**config.mk**
```make
export PLATFORM = sky130hd
export DESIGN_NAME = daq_top
export DESIGN_NICKNAME = d
export VERILOG_FILES = /design/src/daq_pkg.sv /design/src/sample_if.sv /design/src/console.sv /design/src/adc_spi.sv /design/src/data_make.sv /design/src/ram_data.sv /design/src/com_tx.sv /design/src/daq_top.sv
export SDC_FILE = /design/constraint.sdc
export NUM_CORES = 1
export LEC_CHECK = 0
export BUFFER_PORTS_ARGS = -buffer_cell sky130_fd_sc_hd__buf_2
export CELL_PAD_IN_SITES_DETAIL_PLACEMENT = 1
export CELL_PAD_IN_SITES_GLOBAL_PLACEMENT = 2
export CORE_MARGIN = 1.5
export CORE_UTILIZATION = 46
export DETAILED_ROUTE_END_ITERATION = 8
export PLACE_DENSITY = 0.75
export SYNTH_ARGS = -nofsm -noshare
export SYNTH_HDL_FRONTEND = slang
export SYNTH_HIERARCHICAL = 1
export SYNTH_SLANG_ARGS = --single-unit
```
**constraint.sdc**
```tcl
create_clock -name clk -period 5.9 [get_ports clk]
set_input_delay 0.885 -clock clk [delete_from_list [all_inputs] [get_ports clk]]
set_output_delay 0.885 -clock clk [all_outputs]
set_load 0.05 [all_outputs]
```
**src/daq_pkg.sv**
```systemverilog
`default_nettype none

package daq_pkg;

    // sample and lane geometry
    localparam int sample_w   = 16;
    localparam int lanes      = 4;
    localparam int max_rounds = 8;

    // data ram, 67 bytes used at most
    localparam int ram_aw = 7;

    localparam logic [7:0] frame_hdr = 8'hA5;

    // clk cycles per sclk half period
    localparam int sclk_div = 2;

    typedef logic [ram_aw-1:0] ram_addr_t;

    // adc opcodes, sent in the upper byte of the spi word
    typedef enum logic [7:0] {
        CMD_NOP  = 8'h00,
        CMD_CONV = 8'hC0
    } adc_cmd_e;

    typedef enum logic [2:0] {
        C_IDLE,
        C_CONV,
        C_PACK,
        C_SEND,
        C_DONE
    } console_state_e;

    typedef enum logic [1:0] {
        A_IDLE,
        A_SHIFT,
        A_GAP
    } adc_state_e;

endpackage

`default_nettype wire

```
**src/sample_if.sv**
```systemverilog
`timescale 1ns/1ns
`default_nettype none

// sample stream from the spi master to the packer
interface sample_if;
    logic                         valid;
    logic [1:0]                   lane;
    logic [daq_pkg::sample_w-1:0] data;
    // set on lane 3 of a round
    logic                         last;

    modport src (output valid, output lane, output data, output last);
    modport dst (input valid, input lane, input data, input last);
endinterface

`default_nettype wire

```
**src/console.sv**
```systemverilog
`timescale 1ns/1ns
`default_nettype none

module console (
    input  logic       clk,
    input  logic       rst,
    input  logic       start,
    input  logic [3:0] rounds,
    output logic       busy,
    output logic       done,
    output logic       fs_conv,
    output logic       fs_pack,
    output logic       fs_send,
    output logic [2:0] round_idx,
    input  logic       fd_conv,
    input  logic       fd_pack,
    input  logic       fd_send
);

    daq_pkg::console_state_e state;
    logic [3:0] rounds_q;
    // second pack job closes the frame
    logic       tail;

    always_ff @(posedge clk) begin
        if (rst) begin
            state     <= daq_pkg::C_IDLE;
            rounds_q  <= 4'd1;
            tail      <= 1'b0;
            busy      <= 1'b0;
            done      <= 1'b0;
            fs_conv   <= 1'b0;
            fs_pack   <= 1'b0;
            fs_send   <= 1'b0;
            round_idx <= 3'd0;
        end else begin
            // all strobes last one cycle
            fs_conv <= 1'b0;
            fs_pack <= 1'b0;
            fs_send <= 1'b0;
            done    <= 1'b0;
            case (state)
                daq_pkg::C_IDLE: begin
                    if (start) begin
                        if (rounds == 4'd0) begin
                            rounds_q <= 4'd1;
                        end else if (rounds > 4'(daq_pkg::max_rounds)) begin
                            rounds_q <= 4'(daq_pkg::max_rounds);
                        end else begin
                            rounds_q <= rounds;
                        end
                        round_idx <= 3'd0;
                        tail      <= 1'b0;
                        busy      <= 1'b1;
                        fs_pack   <= 1'b1;
                        state     <= daq_pkg::C_PACK;
                    end
                end
                daq_pkg::C_PACK: begin
                    if (fd_pack && !tail) begin
                        fs_conv <= 1'b1;
                        state   <= daq_pkg::C_CONV;
                    end else if (fd_pack) begin
                        fs_send <= 1'b1;
                        state   <= daq_pkg::C_SEND;
                    end
                end
                daq_pkg::C_CONV: begin
                    if (fd_conv) begin
                        if ({1'b0, round_idx} == rounds_q - 4'd1) begin
                            tail    <= 1'b1;
                            fs_pack <= 1'b1;
                            state   <= daq_pkg::C_PACK;
                        end else begin
                            round_idx <= round_idx + 3'd1;
                            fs_conv   <= 1'b1;
                        end
                    end
                end
                daq_pkg::C_SEND: begin
                    if (fd_send) begin
                        busy  <= 1'b0;
                        done  <= 1'b1;
                        state <= daq_pkg::C_DONE;
                    end
                end
                default: begin
                    state <= daq_pkg::C_IDLE;
                end
            endcase
        end
    end

endmodule

`default_nettype wire

```
**src/adc_spi.sv**
```systemverilog
`timescale 1ns/1ns
`default_nettype none

module adc_spi (
    input  logic                      clk,
    input  logic                      rst,
    input  logic                      fs_conv,
    input  logic [2:0]                round_idx,
    output logic                      fd_conv,
    output logic [daq_pkg::lanes-1:0] adc_cs,
    output logic [daq_pkg::lanes-1:0] adc_sclk,
    output logic [daq_pkg::lanes-1:0] adc_mosi,
    input  logic [daq_pkg::lanes-1:0] adc_miso,
    sample_if.src                     smp
);

    daq_pkg::adc_state_e state;
    logic [1:0]  div_cnt;
    logic [3:0]  bit_cnt;
    logic [1:0]  lane_cnt;
    logic        cs_n;
    logic        sclk;
    logic        mosi;
    logic        tick;
    logic [15:0] cmd_word;
    logic [15:0] tx_word;
    logic [daq_pkg::lanes-1:0][daq_pkg::sample_w-1:0] rx_word;

    // opcode high, round index low
    assign cmd_word = {8'(daq_pkg::CMD_CONV), 5'd0, round_idx};
    assign tick     = (div_cnt == 2'(daq_pkg::sclk_div - 1));

    always_ff @(posedge clk) begin
        if (rst) begin
            state    <= daq_pkg::A_IDLE;
            div_cnt  <= 2'd0;
            bit_cnt  <= 4'd0;
            lane_cnt <= 2'd0;
            cs_n     <= 1'b1;
            sclk     <= 1'b0;
            mosi     <= 1'b0;
            fd_conv  <= 1'b0;
        end else begin
            fd_conv <= 1'b0;
            case (state)
                daq_pkg::A_IDLE: begin
                    if (fs_conv) begin
                        // msb is on the line before the first rising edge
                        cs_n    <= 1'b0;
                        mosi    <= cmd_word[15];
                        tx_word <= {cmd_word[14:0], 1'b0};
                        div_cnt <= 2'd0;
                        bit_cnt <= 4'd0;
                        state   <= daq_pkg::A_SHIFT;
                    end
                end
                daq_pkg::A_SHIFT: begin
                    if (tick) begin
                        div_cnt <= 2'd0;
                        sclk    <= ~sclk;
                        if (!sclk) begin
                            // rising edge, sample every lane
                            for (int i = 0; i < daq_pkg::lanes; i++) begin
                                rx_word[i] <= {rx_word[i][daq_pkg::sample_w-2:0], adc_miso[i]};
                            end
                        end else if (bit_cnt == 4'd15) begin
                            cs_n     <= 1'b1;
                            mosi     <= 1'b0;
                            lane_cnt <= 2'd0;
                            state    <= daq_pkg::A_GAP;
                        end else begin
                            // falling edge, next command bit
                            bit_cnt <= bit_cnt + 4'd1;
                            mosi    <= tx_word[15];
                            tx_word <= {tx_word[14:0], 1'b0};
                        end
                    end else begin
                        div_cnt <= div_cnt + 2'd1;
                    end
                end
                daq_pkg::A_GAP: begin
                    // one lane per cycle onto the sample stream
                    lane_cnt <= lane_cnt + 2'd1;
                    if (lane_cnt == 2'(daq_pkg::lanes - 1)) begin
                        fd_conv <= 1'b1;
                        state   <= daq_pkg::A_IDLE;
                    end
                end
                default: begin
                    state <= daq_pkg::A_IDLE;
                end
            endcase
        end
    end

    assign smp.valid = (state == daq_pkg::A_GAP);
    assign smp.lane  = lane_cnt;
    assign smp.data  = rx_word[lane_cnt];
    assign smp.last  = (lane_cnt == 2'(daq_pkg::lanes - 1));

    assign adc_cs   = {daq_pkg::lanes{cs_n}};
    assign adc_sclk = {daq_pkg::lanes{sclk}};
    assign adc_mosi = {daq_pkg::lanes{mosi}};

endmodule

`default_nettype wire

```
**src/data_make.sv**
```systemverilog
`timescale 1ns/1ns
`default_nettype none

module data_make (
    input  logic               clk,
    input  logic               rst,
    input  logic               fs_pack,
    output logic               fd_pack,
    sample_if.dst              smp,
    output daq_pkg::ram_addr_t ram_wa,
    output logic [7:0]         ram_wd,
    output logic               ram_we,
    output daq_pkg::ram_addr_t frame_len
);

    logic [daq_pkg::sample_w-1:0] smp_buf [daq_pkg::lanes];
    logic [daq_pkg::sample_w-1:0] cur_word;
    logic               hdr_done;
    logic               drain_on;
    logic               tail_req;
    logic               tail_step;
    logic [2:0]         byte_idx;
    logic [7:0]         drain_byte;
    logic [7:0]         csum;
    daq_pkg::ram_addr_t wptr;

    // a round arrives in four cycles, so it is buffered and written out over eight
    always_ff @(posedge clk) begin
        if (smp.valid) begin
            smp_buf[smp.lane] <= smp.data;
        end
    end

    assign cur_word   = smp_buf[byte_idx[2:1]];
    assign drain_byte = byte_idx[0] ? cur_word[7:0] : cur_word[15:8];

    always_ff @(posedge clk) begin
        if (rst) begin
            ram_we    <= 1'b0;
            fd_pack   <= 1'b0;
            hdr_done  <= 1'b0;
            drain_on  <= 1'b0;
            tail_req  <= 1'b0;
            tail_step <= 1'b0;
            byte_idx  <= 3'd0;
            csum      <= 8'd0;
            wptr      <= '0;
            frame_len <= '0;
        end else begin
            ram_we  <= 1'b0;
            fd_pack <= 1'b0;
            // closing request may come while a round is still draining
            if (fs_pack && hdr_done) begin
                tail_req <= 1'b1;
            end
            if (smp.valid && smp.last) begin
                drain_on <= 1'b1;
                byte_idx <= 3'd0;
            end
            if (fs_pack && !hdr_done) begin
                ram_we   <= 1'b1;
                ram_wa   <= '0;
                ram_wd   <= daq_pkg::frame_hdr;
                wptr     <= daq_pkg::ram_addr_t'(2);
                csum     <= 8'd0;
                hdr_done <= 1'b1;
                fd_pack  <= 1'b1;
            end else if (drain_on) begin
                ram_we   <= 1'b1;
                ram_wa   <= wptr;
                ram_wd   <= drain_byte;
                wptr     <= wptr + daq_pkg::ram_addr_t'(1);
                csum     <= csum ^ drain_byte;
                byte_idx <= byte_idx + 3'd1;
                if (byte_idx == 3'd7) begin
                    drain_on <= 1'b0;
                end
            end else if (tail_req) begin
                ram_we <= 1'b1;
                if (!tail_step) begin
                    // length counts sample bytes only
                    ram_wa    <= daq_pkg::ram_addr_t'(1);
                    ram_wd    <= 8'(wptr - daq_pkg::ram_addr_t'(2));
                    tail_step <= 1'b1;
                end else begin
                    ram_wa    <= wptr;
                    ram_wd    <= csum;
                    frame_len <= wptr + daq_pkg::ram_addr_t'(1);
                    tail_step <= 1'b0;
                    tail_req  <= 1'b0;
                    hdr_done  <= 1'b0;
                    fd_pack   <= 1'b1;
                end
            end
        end
    end

endmodule

`default_nettype wire

```
**src/ram_data.sv**
```systemverilog
`timescale 1ns/1ns
`default_nettype none

module ram_data (
    input  logic               clk,
    input  daq_pkg::ram_addr_t wa,
    input  logic [7:0]         wd,
    input  logic               we,
    input  daq_pkg::ram_addr_t ra,
    output logic [7:0]         rd
);

    logic [7:0] mem [2**daq_pkg::ram_aw];

    // registered read, one cycle latency
    always_ff @(posedge clk) begin
        if (we) begin
            mem[wa] <= wd;
        end
        rd <= mem[ra];
    end

endmodule

`default_nettype wire

```
**src/com_tx.sv**
```systemverilog
`timescale 1ns/1ns
`default_nettype none

module com_tx (
    input  logic               clk,
    input  logic               rst,
    input  logic               fs_send,
    input  daq_pkg::ram_addr_t frame_len,
    output daq_pkg::ram_addr_t ram_ra,
    input  logic [7:0]         ram_rd,
    output logic               fd_send,
    output logic               tx_valid,
    output logic [3:0]         tx_data
);

    logic       active;
    // 0 first fetch, 1 high nibble, 2 low nibble, 3 idle gap
    logic [1:0] ph;
    logic [3:0] lo_nib;
    logic       last_byte;

    always_ff @(posedge clk) begin
        if (rst) begin
            active    <= 1'b0;
            ph        <= 2'd0;
            ram_ra    <= '0;
            last_byte <= 1'b0;
            fd_send   <= 1'b0;
            tx_valid  <= 1'b0;
            tx_data   <= 4'd0;
        end else begin
            fd_send <= 1'b0;
            if (!active) begin
                tx_valid <= 1'b0;
                if (fs_send) begin
                    active <= 1'b1;
                    ram_ra <= '0;
                    ph     <= 2'd0;
                end
            end else begin
                case (ph)
                    2'd0: begin
                        // wait out the ram read latency
                        ph <= 2'd1;
                    end
                    2'd1: begin
                        tx_valid  <= 1'b1;
                        tx_data   <= ram_rd[7:4];
                        lo_nib    <= ram_rd[3:0];
                        last_byte <= (ram_ra == frame_len - daq_pkg::ram_addr_t'(1));
                        if (ram_ra != frame_len - daq_pkg::ram_addr_t'(1)) begin
                            ram_ra <= ram_ra + daq_pkg::ram_addr_t'(1);
                        end
                        ph <= 2'd2;
                    end
                    2'd2: begin
                        tx_valid <= 1'b1;
                        tx_data  <= lo_nib;
                        ph       <= 2'd3;
                    end
                    default: begin
                        tx_valid <= 1'b0;
                        if (last_byte) begin
                            active  <= 1'b0;
                            fd_send <= 1'b1;
                            ph      <= 2'd0;
                        end else begin
                            // next byte is already on ram_rd
                            ph <= 2'd1;
                        end
                    end
                endcase
            end
        end
    end

endmodule

`default_nettype wire

```
**src/daq_top.sv**
```systemverilog
`timescale 1ns/1ns
`default_nettype none

module daq_top (
    input  logic                      clk,
    input  logic                      rst,
    input  logic                      start,
    input  logic [3:0]                rounds,
    output logic                      busy,
    output logic                      done,
    output logic [daq_pkg::lanes-1:0] adc_cs,
    output logic [daq_pkg::lanes-1:0] adc_sclk,
    output logic [daq_pkg::lanes-1:0] adc_mosi,
    input  logic [daq_pkg::lanes-1:0] adc_miso,
    output logic                      tx_valid,
    output logic [3:0]                tx_data
);

    // fire pairs
    logic fs_conv, fd_conv;
    logic fs_pack, fd_pack;
    logic fs_send, fd_send;

    logic [2:0] round_idx;

    // ram ports
    daq_pkg::ram_addr_t ram_wa;
    daq_pkg::ram_addr_t ram_ra;
    daq_pkg::ram_addr_t frame_len;
    logic [7:0]         ram_wd;
    logic [7:0]         ram_rd;
    logic               ram_we;

    sample_if smp ();

    console
    console_dut(
        .clk(clk),
        .rst(rst),
        .start(start),
        .rounds(rounds),
        .busy(busy),
        .done(done),
        .fs_conv(fs_conv),
        .fs_pack(fs_pack),
        .fs_send(fs_send),
        .round_idx(round_idx),
        .fd_conv(fd_conv),
        .fd_pack(fd_pack),
        .fd_send(fd_send)
    );

    adc_spi
    adc_spi_dut(
        .clk(clk),
        .rst(rst),
        .fs_conv(fs_conv),
        .round_idx(round_idx),
        .fd_conv(fd_conv),
        .adc_cs(adc_cs),
        .adc_sclk(adc_sclk),
        .adc_mosi(adc_mosi),
        .adc_miso(adc_miso),
        .smp(smp.src)
    );

    data_make
    data_make_dut(
        .clk(clk),
        .rst(rst),
        .fs_pack(fs_pack),
        .fd_pack(fd_pack),
        .smp(smp.dst),
        .ram_wa(ram_wa),
        .ram_wd(ram_wd),
        .ram_we(ram_we),
        .frame_len(frame_len)
    );

    ram_data
    ram_data_dut(
        .clk(clk),
        .wa(ram_wa),
        .wd(ram_wd),
        .we(ram_we),
        .ra(ram_ra),
        .rd(ram_rd)
    );

    com_tx
    com_tx_dut(
        .clk(clk),
        .rst(rst),
        .fs_send(fs_send),
        .frame_len(frame_len),
        .ram_ra(ram_ra),
        .ram_rd(ram_rd),
        .fd_send(fd_send),
        .tx_valid(tx_valid),
        .tx_data(tx_data)
    );

endmodule

`default_nettype wire

```
# Yosys cells after proc, flatten, opt, wreduce, memory -nomap -nowiden
# Memories as Yosys holds them, arrays and structs flattened. A register that Yosys moved wholly into a read port is not among the register bits.
# Index checks and enable logic that the tools add are counted.
# totals
regBits	177
mem_bits_rw	1088
inputBits	11
out_inout_bits	19
word_cells	264
n_memories	2
# classes
n_addsub	10
magnitude_cmp	2
eq_ne	29
muxes	119
n_bitwise	9
reduce_logical	50
# memory_table
memory	depth	width	rd	rd_clocked_by_memory_dff	write_ports	line_no	source
ram_data_dut.mem	128	8	1	1	1	ram_data.sv:13	logic [7:0] mem [2**daq_pkg::ram_aw];
data_make_dut.smp_buf	4	16	1	1	1	data_make.sv:16	logic [daq_pkg::sample_w-1:0] smp_buf [daq_pkg::lanes];
# ops
operator	count
$mux 16	5
$mux 1	53
$mux 7	7
$mux 3	12
$bmux 16 s2	1
$mux 8	4
$pmux 16 s2	1
$mux 2	15
$mux 4	6
$reduce_and 4->1	6
$reduce_and 5->1	4
$reduce_bool 2->1	9
$ne 2x2->1 const B	8
$pmux 4 s2	2
$reduce_and 3->1	5
$add 7x1->7 const B	2
$pmux 1 s2	7
$ne 2x1->1 const B	6
$pmux 2 s3	2
$pmux 3 s4	1
$reduce_and 2->1	6
$reduce_or 2->1	5
$not 1->1	8
$pmux 2 s2	2
29 further kinds	42

# Depth between registers and ports, before layout
# Gate-level depths: netlist (run 1).
# logic_depth
word_depth	6
depth_mapped	9
ltp_nobuf	8

# Hierarchy
# The synthesis (run 1) kept the hierarchy.
# modules_own_cells
mod	instances	cells_per_inst	area_each_um2	seq_area_each_um2
ram_data	1	1628	39605.5	30909.6
data_make	1	315	4580.6	2992.9
adc_spi	1	210	3641.0	2652.5
com_tx	1	121	1144.8	460.4
console	1	90	790.8	320.3

# Least setup slack after synthesis (run 1)
# Ideal clock, no wire load.
# synth_timing
path_kind	input-to-reg
startpoint	input port rst
endpoint	register adc_spi_dut/rx_word[0] in the netlist's numbering, enable pin
setup_time_ns	0.565
t_arrival_ns	5.682
t_required_ns	5.335
setup_slack_ns	-0.347
path_stages	3
n_path_buf	2
cell_sequence	clkbuf_1 > clkbuf_1 > nor3_1
# synth_between
elab_chain_cells	2
# synth_rtl
item	line_no	source
from (decl)	daq_top.sv:6	input logic rst,
$not 1->1 (no source line)	n/a	
$reduce_and 4->1 (no source line)	n/a	
to (signal, indexed assignment)	adc_spi.sv:64	rx_word[i] <= {rx_word[i][daq_pkg::sample_w-2:0], adc_miso[i]};
to (decl)	adc_spi.sv:27	logic [daq_pkg::lanes-1:0][daq_pkg::sample_w-1:0] rx_word;
# No other way between the ends.
# A chain may end at the register's enable or synchronous reset.

==> results.sh, run 1 <==
export IMPL_worstReg2RegEnd="ram_data_dut/rd[3]"
export IMPL_dr_max_layer_used="met5"
export IMPL_grt_max_degree=101
export IMPL_final_cell_mix="edfxtp_1 (1186), mux4_2 (357), nor2_1 (188), clkbuf_16 (139), dfxtp_1 (82)"
export IMPL_yosysWarnings=6
export IMPL_dr_first_iter_drc_count=1927
export IMPL_hpwl_um=68400
export IMPL_yosysSeqAreaShare_pct=75.0
export IMPL_ant_nets=0
export IMPL_p_seq_share_pct=54.9
export IMPL_post_cts_buffers=0
export IMPL_coreArea_mm2=0.107
export IMPL_ys_types=74
export IMPL_tns_ps=0
export IMPL_hp_class="input pin to flip-flop"
export IMPL_min_path_cells=1
export IMPL_end_kind="flip-flop"
export IMPL_cp_data_arrival_time_ps=4280
export IMPL_power_density_mw_per_mm2=322
export IMPL_critical_path_max_fanout=79
export IMPL_ir_drop_uv=209
export IMPL_max_freq_ghz=0.273
export IMPL_h_tree_depth=4
export IMPL_wl_met1_um=45400
export IMPL_grt_pass1_wl_um=167000
export IMPL_p_leak_nw=16.6
export IMPL_diodes=0
export IMPL_fin_crit_sh_pct=62.0
export IMPL_dieHeight_um=332
export IMPL_wl_met2_um=56800
export IMPL_finalClockSkew_ps=25.3
export IMPL_numCtsBuffers=133
export IMPL_via_per_inst=5.89
export IMPL_cts_root_buf="clkbuf_16"
export IMPL_clkTransAtPathRegs_ps=60
export IMPL_r2r_cells=5
export IMPL_syn_inst=2364
export IMPL_final_nets=2458
export IMPL_synth_seq_cells=1272
export IMPL_wl_met3_um=6570
export IMPL_rsz0062_at_grt="no"
export IMPL_drt_pass1_iterations=5
export IMPL_startpoint_type="flip-flop"
export IMPL_maxSlewHeadroom_pct=20.4
export IMPL_drive_above_1_share_pct=25.5
export IMPL_tightest_slew_ps=1190
export IMPL_ys_flop_type="edfxtp_1"
export IMPL_cts_buffer_depth=3
export IMPL_cts_tree="built"
export IMPL_fin_crit_ps=3660
export IMPL_p_comb_share_pct=0.8
export IMPL_run_status="finished clean"
export IMPL_crit_required_ps=6530
export IMPL_wire_per_inst_um=28.4
export IMPL_syn_to_final_growth_pct=11.5
export IMPL_portBuffers=29
export IMPL_switching_power_w=0.00349
export IMPL_drc=0
export IMPL_sw_frac_of_total_pct=19.5
export IMPL_ff2ff_setup_slack_ps=2240
export IMPL_first_global_vias=24866
export IMPL_cts_resized=0
export IMPL_ios=30
export IMPL_die_area_mm2=0.110
export IMPL_drv_cap=0
export IMPL_routed_wl_um=112000
export IMPL_track_usage_pct=20.7
export IMPL_vias=23146
export IMPL_final_common_cell="edfxtp_1"
export IMPL_grt_overflow_total=0
export IMPL_antenna_found_initial=7
export IMPL_netlist_area_mm2=0.0498
export IMPL_nFillCells=9421
export IMPL_hp_start="adc_miso[1]"
export IMPL_worstHoldEndpoint="adc_spi_dut/rx_word[16]"
export IMPL_rows=120
export IMPL_cts_hold_buf=0
export IMPL_start_util_pct=46.4
export IMPL_gp_congestion=0.775
export IMPL_r2r_start="com_tx_dut/ram_ra[0]"
export IMPL_crit_type="flip-flop to flip-flop"
export IMPL_synth_edf_count=1186
export IMPL_clock_sinks=1272
export IMPL_worstSkewPairLatency_ps=740
export IMPL_total_power_w=0.0179
export IMPL_hold_viol_final=0
export IMPL_clockPowerShare_pct=44.3
export IMPL_maxSlewViolCount=0
export IMPL_intPower_w=0.0144
export IMPL_syn_area_per_cell_um2=21.1
export IMPL_async_flop_share_pct=0
export IMPL_synthesis_nets=2390
export IMPL_die_w_um=332
export IMPL_setup_violations=0
[kinds of logic (layout without fill, tap and decap cells)]
family / count (synthesis) / in the layout / share of synthesized area [%]
mux: 404 / 404 / 17.5
flops: 1272 / 1272 / 75.0
simple gates: 389 / 389 / 3.74
compound gates: 95 / 95 / 1.29
xor+xnor: 29 / 29 / 0.510
fa+ha+maj: 15 / 15 / 0.377
buf+inv: 160 / 325 / 1.54
[through the flow]
step	utilization [%]	cell area, um^2	hold slack (ps)	instances	setup slack, ps
after floorplan	-	49800	386	2364	1650
after global placement	48.0	51400	402	3700	2210
after detailed placement	48.0	51400	409	3700	2190
after CTS	51.8	55500	272	3932	2180
after global routing	51.8	55500	288	3932	2020
final	51.8	55500	330	3932	2240
[synth_stat cells, drive strengths merged (2+ instances only)]
library cell | count | share of area [%]
a211o | 6 | 0.11
o211ai | 6 | 0.10
or4 | 3 | 0.055
a21o | 2 | 0.033
nand3 | 26 | 0.27
mux4 | 368 | 17
xor2 | 14 | 0.25
nor4 | 3 | 0.038
and3 | 4 | 0.053
a22oi | 2 | 0.030
mux2i | 19 | 0.38
nor2 | 188 | 1.4
mux2 | 17 | 0.40
clkbuf | 64 | 0.48
o311ai | 2 | 0.035
nand2b | 12 | 0.17
xnor2 | 15 | 0.26
nor2b | 11 | 0.14
o21a | 2 | 0.030
a311oi | 3 | 0.088
nand4 | 15 | 0.19
nor4b | 2 | 0.035
and4 | 2 | 0.040
nand2 | 56 | 0.42
nor3b | 5 | 0.075
o31ai | 4 | 0.060
a211oi | 10 | 0.15
and2 | 18 | 0.23
edfxtp | 1186 | 72
a31oi | 2 | 0.025
or3 | 6 | 0.078
buf | 73 | 0.88
a21oi | 37 | 0.38
nor3 | 19 | 0.22
dfxtp | 86 | 3.5
ha | 15 | 0.38
o21bai | 2 | 0.030
o21ai | 14 | 0.15
or2 | 5 | 0.063
inv | 23 | 0.17
nand3b | 9 | 0.14
[flip-flops by register name, indices dropped and copies added, names as in the netlist, 4 cells and up]
register / flops
com_tx_dut/lo_nib: 4
ram_data_dut/rd: 8
console_dut/rounds_q: 4
data_make_dut/smp_buf: 64
adc_spi_dut/tx_word: 15
adc_spi_dut/bit_cnt: 4
data_make_dut/ram_wd: 8
adc_spi_dut/rx_word: 64
data_make_dut/frame_len: 7
com_tx_dut/tx_data: 4
data_make_dut/wptr: 7
com_tx_dut/ram_ra: 7
data_make_dut/csum: 8
data_make_dut/ram_wa: 7
ram_data_dut/mem: 1024
[power by group through the flow]
stage / combinational, W / sequential [W] / clock [W]
floorplan: 0.0000645 / 0.0100 / 0
global placement: 0.000137 / 0.0100 / 0
detailed placement: 0.000149 / 0.0100 / 0
CTS: 0.000149 / 0.00982 / 0.00811
global route: 0.000163 / 0.00982 / 0.00842
finish: 0.000148 / 0.00983 / 0.00792
[critical path, stage by stage, from the launching register on]
cell and delay (ps):
dfxtp_4 850, buf_12 600, mux4_2 590, mux4_2 550, mux4_2 560, mux2_2 290
[metal layers]
layer	track usage (%)	up-vias
met4	6.49	8
li1	-	9851
met5	0	-
met2	34.8	665
met1	27.2	12454
met3	4.15	168
[worst max path at each step]
stage / from / endpoint / slack, ps / cells past startpoint
5_1_grt: com_tx_dut/ram_ra[0] / ram_data_dut/rd[3] / 2020 / 5
2_1_floorplan: rst / adc_spi_dut/rx_word[0] / 1650 / 3
6_report: com_tx_dut/ram_ra[0] / ram_data_dut/rd[3] / 2240 / 5
4_1_cts: com_tx_dut/ram_ra[0] / ram_data_dut/rd[3] / 2180 / 5
3_3_place_gp: com_tx_dut/ram_ra[0] / ram_data_dut/rd[7] / 2210 / 5
3_5_place_dp: com_tx_dut/ram_ra[0] / ram_data_dut/rd[5] / 2190 / 5
[cell type report]
class	count	area, um^2	area share (%)
clock buffer	183	3670	6.62
clock inverter	49	410	0.740
inverter	23	86.3	0.156
multi-input combinational	932	11700	21.1
sequential	1272	37400	67.3
tap	1403	1760	3.16
timing repair buffer	70	528	0.951
Note: power is estimated with default switching activity, not from simulation.
==> run 2, diff against run 1 <==
- ABC_AREA: not set -> 1
- CORE_UTILIZATION: 46 -> 39
- PLACE_DENSITY: 0.75 -> 0.74
- clock period: 5.9 -> 3.1 ns (I/O delays scaled with it)
==> run 2 against run 1 <==
- via count increased by 53%
- sequential share of layout area decreased by 5.0 points
- count of clock-buffer cells in the layout increased by 12
- critical path type unchanged
==> results.sh, run 2 <==
export IMPL_run_status="finished clean"
export IMPL_cp_data_arrival_time_ps=3320
export IMPL_die_w_um=371
export IMPL_yosysSeqAreaShare_pct=70.7
export IMPL_cts_resized=0
export IMPL_ff_latch_area_mm2=0.0374
export IMPL_worstSkewPairLatency_ps=760
export IMPL_p_comb_share_pct=2.2
export IMPL_hp_class="input pin to flip-flop"
export IMPL_portBuffers=29
export IMPL_clkTransAtPathRegs_ps=60
export IMPL_ir_drop_uv=546
export IMPL_yosysMostFrequentCell="nand2_1"
export IMPL_drt_pass1_iterations=6
export IMPL_syn_area_per_cell_um2=11.3
export IMPL_first_global_vias=36166
export IMPL_gp_congestion=0.805
export IMPL_coreArea_mm2=0.134
export IMPL_switching_power_w=0.00752
export IMPL_ys_flop_type="edfxtp_1"
export IMPL_ant_nets=0
export IMPL_largest_reg_flops=1024
export IMPL_hpwl_um=90700
export IMPL_dr_first_iter_drc_count=2607
export IMPL_cts_tree="built"
export IMPL_worstHoldEndpoint="console_dut/rounds_q[1]"
export IMPL_syn_to_final_growth_pct=13.5
export IMPL_min_path_cells=5
export IMPL_crit_required_ps=3800
export IMPL_hold_viol_final=0
export IMPL_via_per_inst=5.32
export IMPL_synth_edf_count=1186
export IMPL_antenna_found_initial=1
export IMPL_setup_violations=0
export IMPL_fin_crit_ps=2620
export IMPL_grt_max_degree=142
export IMPL_netlist_area_mm2=0.0528
export IMPL_hp_start="rounds[3]"
export IMPL_p_leak_nw=21.5
export IMPL_final_common_cell="nand2_1"
export IMPL_clockPowerShare_pct=45.8
export IMPL_p_seq_share_pct=52.1
export IMPL_finalClockSkew_ps=21.9
export IMPL_die_area_mm2=0.138
export IMPL_intPower_w=0.0287
export IMPL_synth_top_area_share_pct=67.4
export IMPL_tightest_slew_ps=883
export IMPL_async_flop_share_pct=0
export IMPL_rows=134
export IMPL_final_nets=4798
export IMPL_design_area_mm2=0.0600
export IMPL_vias=35383
export IMPL_ios=30
export IMPL_cts_buffer_depth=3
export IMPL_synthesis_nets=4706
export IMPL_cts_hold_buf=7
export IMPL_crit_type="flip-flop to flip-flop"
export IMPL_end_kind="flip-flop"
export IMPL_startpoint_type="flip-flop"
export IMPL_r2r_cells=12
export IMPL_tns_ps=0
export IMPL_fin_crit_sh_pct=84.4
export IMPL_yosysTopAreaCell="edfxtp_1"
export IMPL_final_cell_mix="nand2_1 (1438), edfxtp_1 (1186), nand3_1 (1015), nor2_1 (236), inv_1 (174)"
export IMPL_grt_pass1_wl_um=230000
export IMPL_reg_top3="ram_data_dut/mem (1024), adc_spi_dut/rx_word (64), data_make_dut/smp_buf (64)"
export IMPL_start_util_pct=39.4
export IMPL_maxSlewHeadroom_pct=40.9
export IMPL_synth_seq_cells=1272
export IMPL_critical_path_max_fanout=112
export IMPL_ff2ff_setup_slack_ps=480
export IMPL_max_freq_ghz=0.382
export IMPL_worstReg2RegEnd="ram_data_dut/rd[4]"
export IMPL_drc=0
export IMPL_sw_frac_of_total_pct=20.7
export IMPL_clock_sinks=1272
export IMPL_drive_above_1_share_pct=9.68
export IMPL_synth_area_top_cells="edfxtp_1 (67%), nand2_1 (10%), nand3_1 (9.6%)"
export IMPL_h_tree_depth=4
export IMPL_syn_inst=4680
export IMPL_r2r_start="com_tx_dut/ram_ra[0]"
export IMPL_drv_cap=0
export IMPL_placed_area_mm2=0.0553
export IMPL_nFillCells=14202
export IMPL_maxSlewViolCount=0
export IMPL_post_cts_buffers=0
export IMPL_cts_root_buf="clkbuf_16"
export IMPL_ys_types=42
export IMPL_yosysWarnings=6
export IMPL_diodes=0
export IMPL_routed_wl_um=152000
export IMPL_track_usage_pct=22.2
export IMPL_rsz0062_at_grt="no"
export IMPL_synthTopCellsByCount="nand2_1 (1438), edfxtp_1 (1186), nand3_1 (1015), nor2_1 (237), inv_1 (175)"
export IMPL_multi_input_area_mm2=0.0131
export IMPL_top_register="ram_data_dut/mem"
export IMPL_power_density_mw_per_mm2=604
export IMPL_dieHeight_um=371
export IMPL_numCtsBuffers=143
export IMPL_wire_per_inst_um=22.8
export IMPL_grt_overflow_total=0
==> run 2: cell count changes after synthesis, moves of 17 or more <==
cell / change
clkbuf_1: -24
and2_1: -18
mux4_2: -357
buf_4: +17
buf_6: +48
mux2i_1: -19
inv_1: +154
nand2_1: +1382
nor2_1: +49
o22ai_1: +26
o21ai_0: +48
buf_2: +112
nand3_1: +990
==> run 2: power by group through the flow <==
stage | clock, W | combinational (W) | sequential, W
2_1_floorplan | 0 | 0.000373 | 0.0193
3_3_place_gp | 0 | 0.000774 | 0.0192
3_5_place_dp | 0 | 0.000791 | 0.0192
4_1_cts | 0.0170 | 0.000798 | 0.0189
5_1_grt | 0.0175 | 0.000856 | 0.0189
6_report | 0.0166 | 0.000788 | 0.0189
==> run 2: per-stage QoR <==
| step | instances | hold WS [ps] | util, % | total power [W] | worst slack [ps] |
|---|---|---|---|---|---|
| detailed placement | 6388 | 432 | 41.3 | 0.0200 | 537 |
| CTS | 6654 | 75.2 | 44.8 | 0.0366 | 526 |
| global route | 6654 | 133 | 44.8 | 0.0372 | 365 |
| global placement | 6388 | 425 | 41.3 | 0.0200 | 511 |
| floorplan | 4680 | 386 | - | 0.0197 | 45.7 |
| finish | 6654 | 134 | 44.8 | 0.0362 | 483 |
==> run 2: worst max path at each step <==
| stage | from | end | slack, ps | depth (start not counted) |
|---|---|---|---|---|
| floorplan | adc_spi_dut/state[0] | adc_spi_dut/rx_word[0] | 50 | 6 |
| global placement | com_tx_dut/ram_ra[0] | ram_data_dut/rd[4] | 510 | 12 |
| detailed placement | com_tx_dut/ram_ra[0] | ram_data_dut/rd[4] | 540 | 12 |
| CTS | com_tx_dut/ram_ra[0] | ram_data_dut/rd[4] | 530 | 12 |
| global route | com_tx_dut/ram_ra[0] | ram_data_dut/rd[4] | 360 | 12 |
| finish | com_tx_dut/ram_ra[0] | ram_data_dut/rd[4] | 480 | 12 |
==> run 2: kinds of logic (layout without fill, tap and decap cells) <==
group           after synthesis  in the layout  share of synthesized area, %
xor+xnor                      9              9                         0.149
flops                      1272           1272                          70.7
fa+ha+maj                    15             15                         0.355
simple gates               2769           2769                          22.5
compound gates              148            148                          1.62
buf+inv                     467            673                          4.68
==> run 2: metal layers <==
metal | vias up | share of wire (%) | wire (um) | global-route usage, %
met2 | 743 | 49 | 74500 | 37.6
met3 | 205 | 4.0 | 6040 | 2.77
li1 | 16452 | - | - | -
met4 | 0 | 2.4 | 3640 | 6.30
met5 | - | 0 | 0 | 0
met1 | 17983 | 45 | 67600 | 29.9
==> run 2: critical path, cell delays in order (launching register included) <==
cell and delay [ps]:
dfxtp_4 430, inv_16 360, buf_12 330, nand2_1 90, nand3_1 80, nand3_1 100, nand3_1 190, nand2_1 170
nand2_1 110, nand3_1 190, nand2_1 160, nand2_1 120, nand2_1 80
==> run 2: cell type report <==
cell class,count,area share (%)
clock buffer,195,6.61
tap,1768,3.69
inverter,187,1.22
clock inverter,64,0.976
multi-input combinational,2941,21.8
timing repair buffer,227,3.44
sequential,1272,62.3
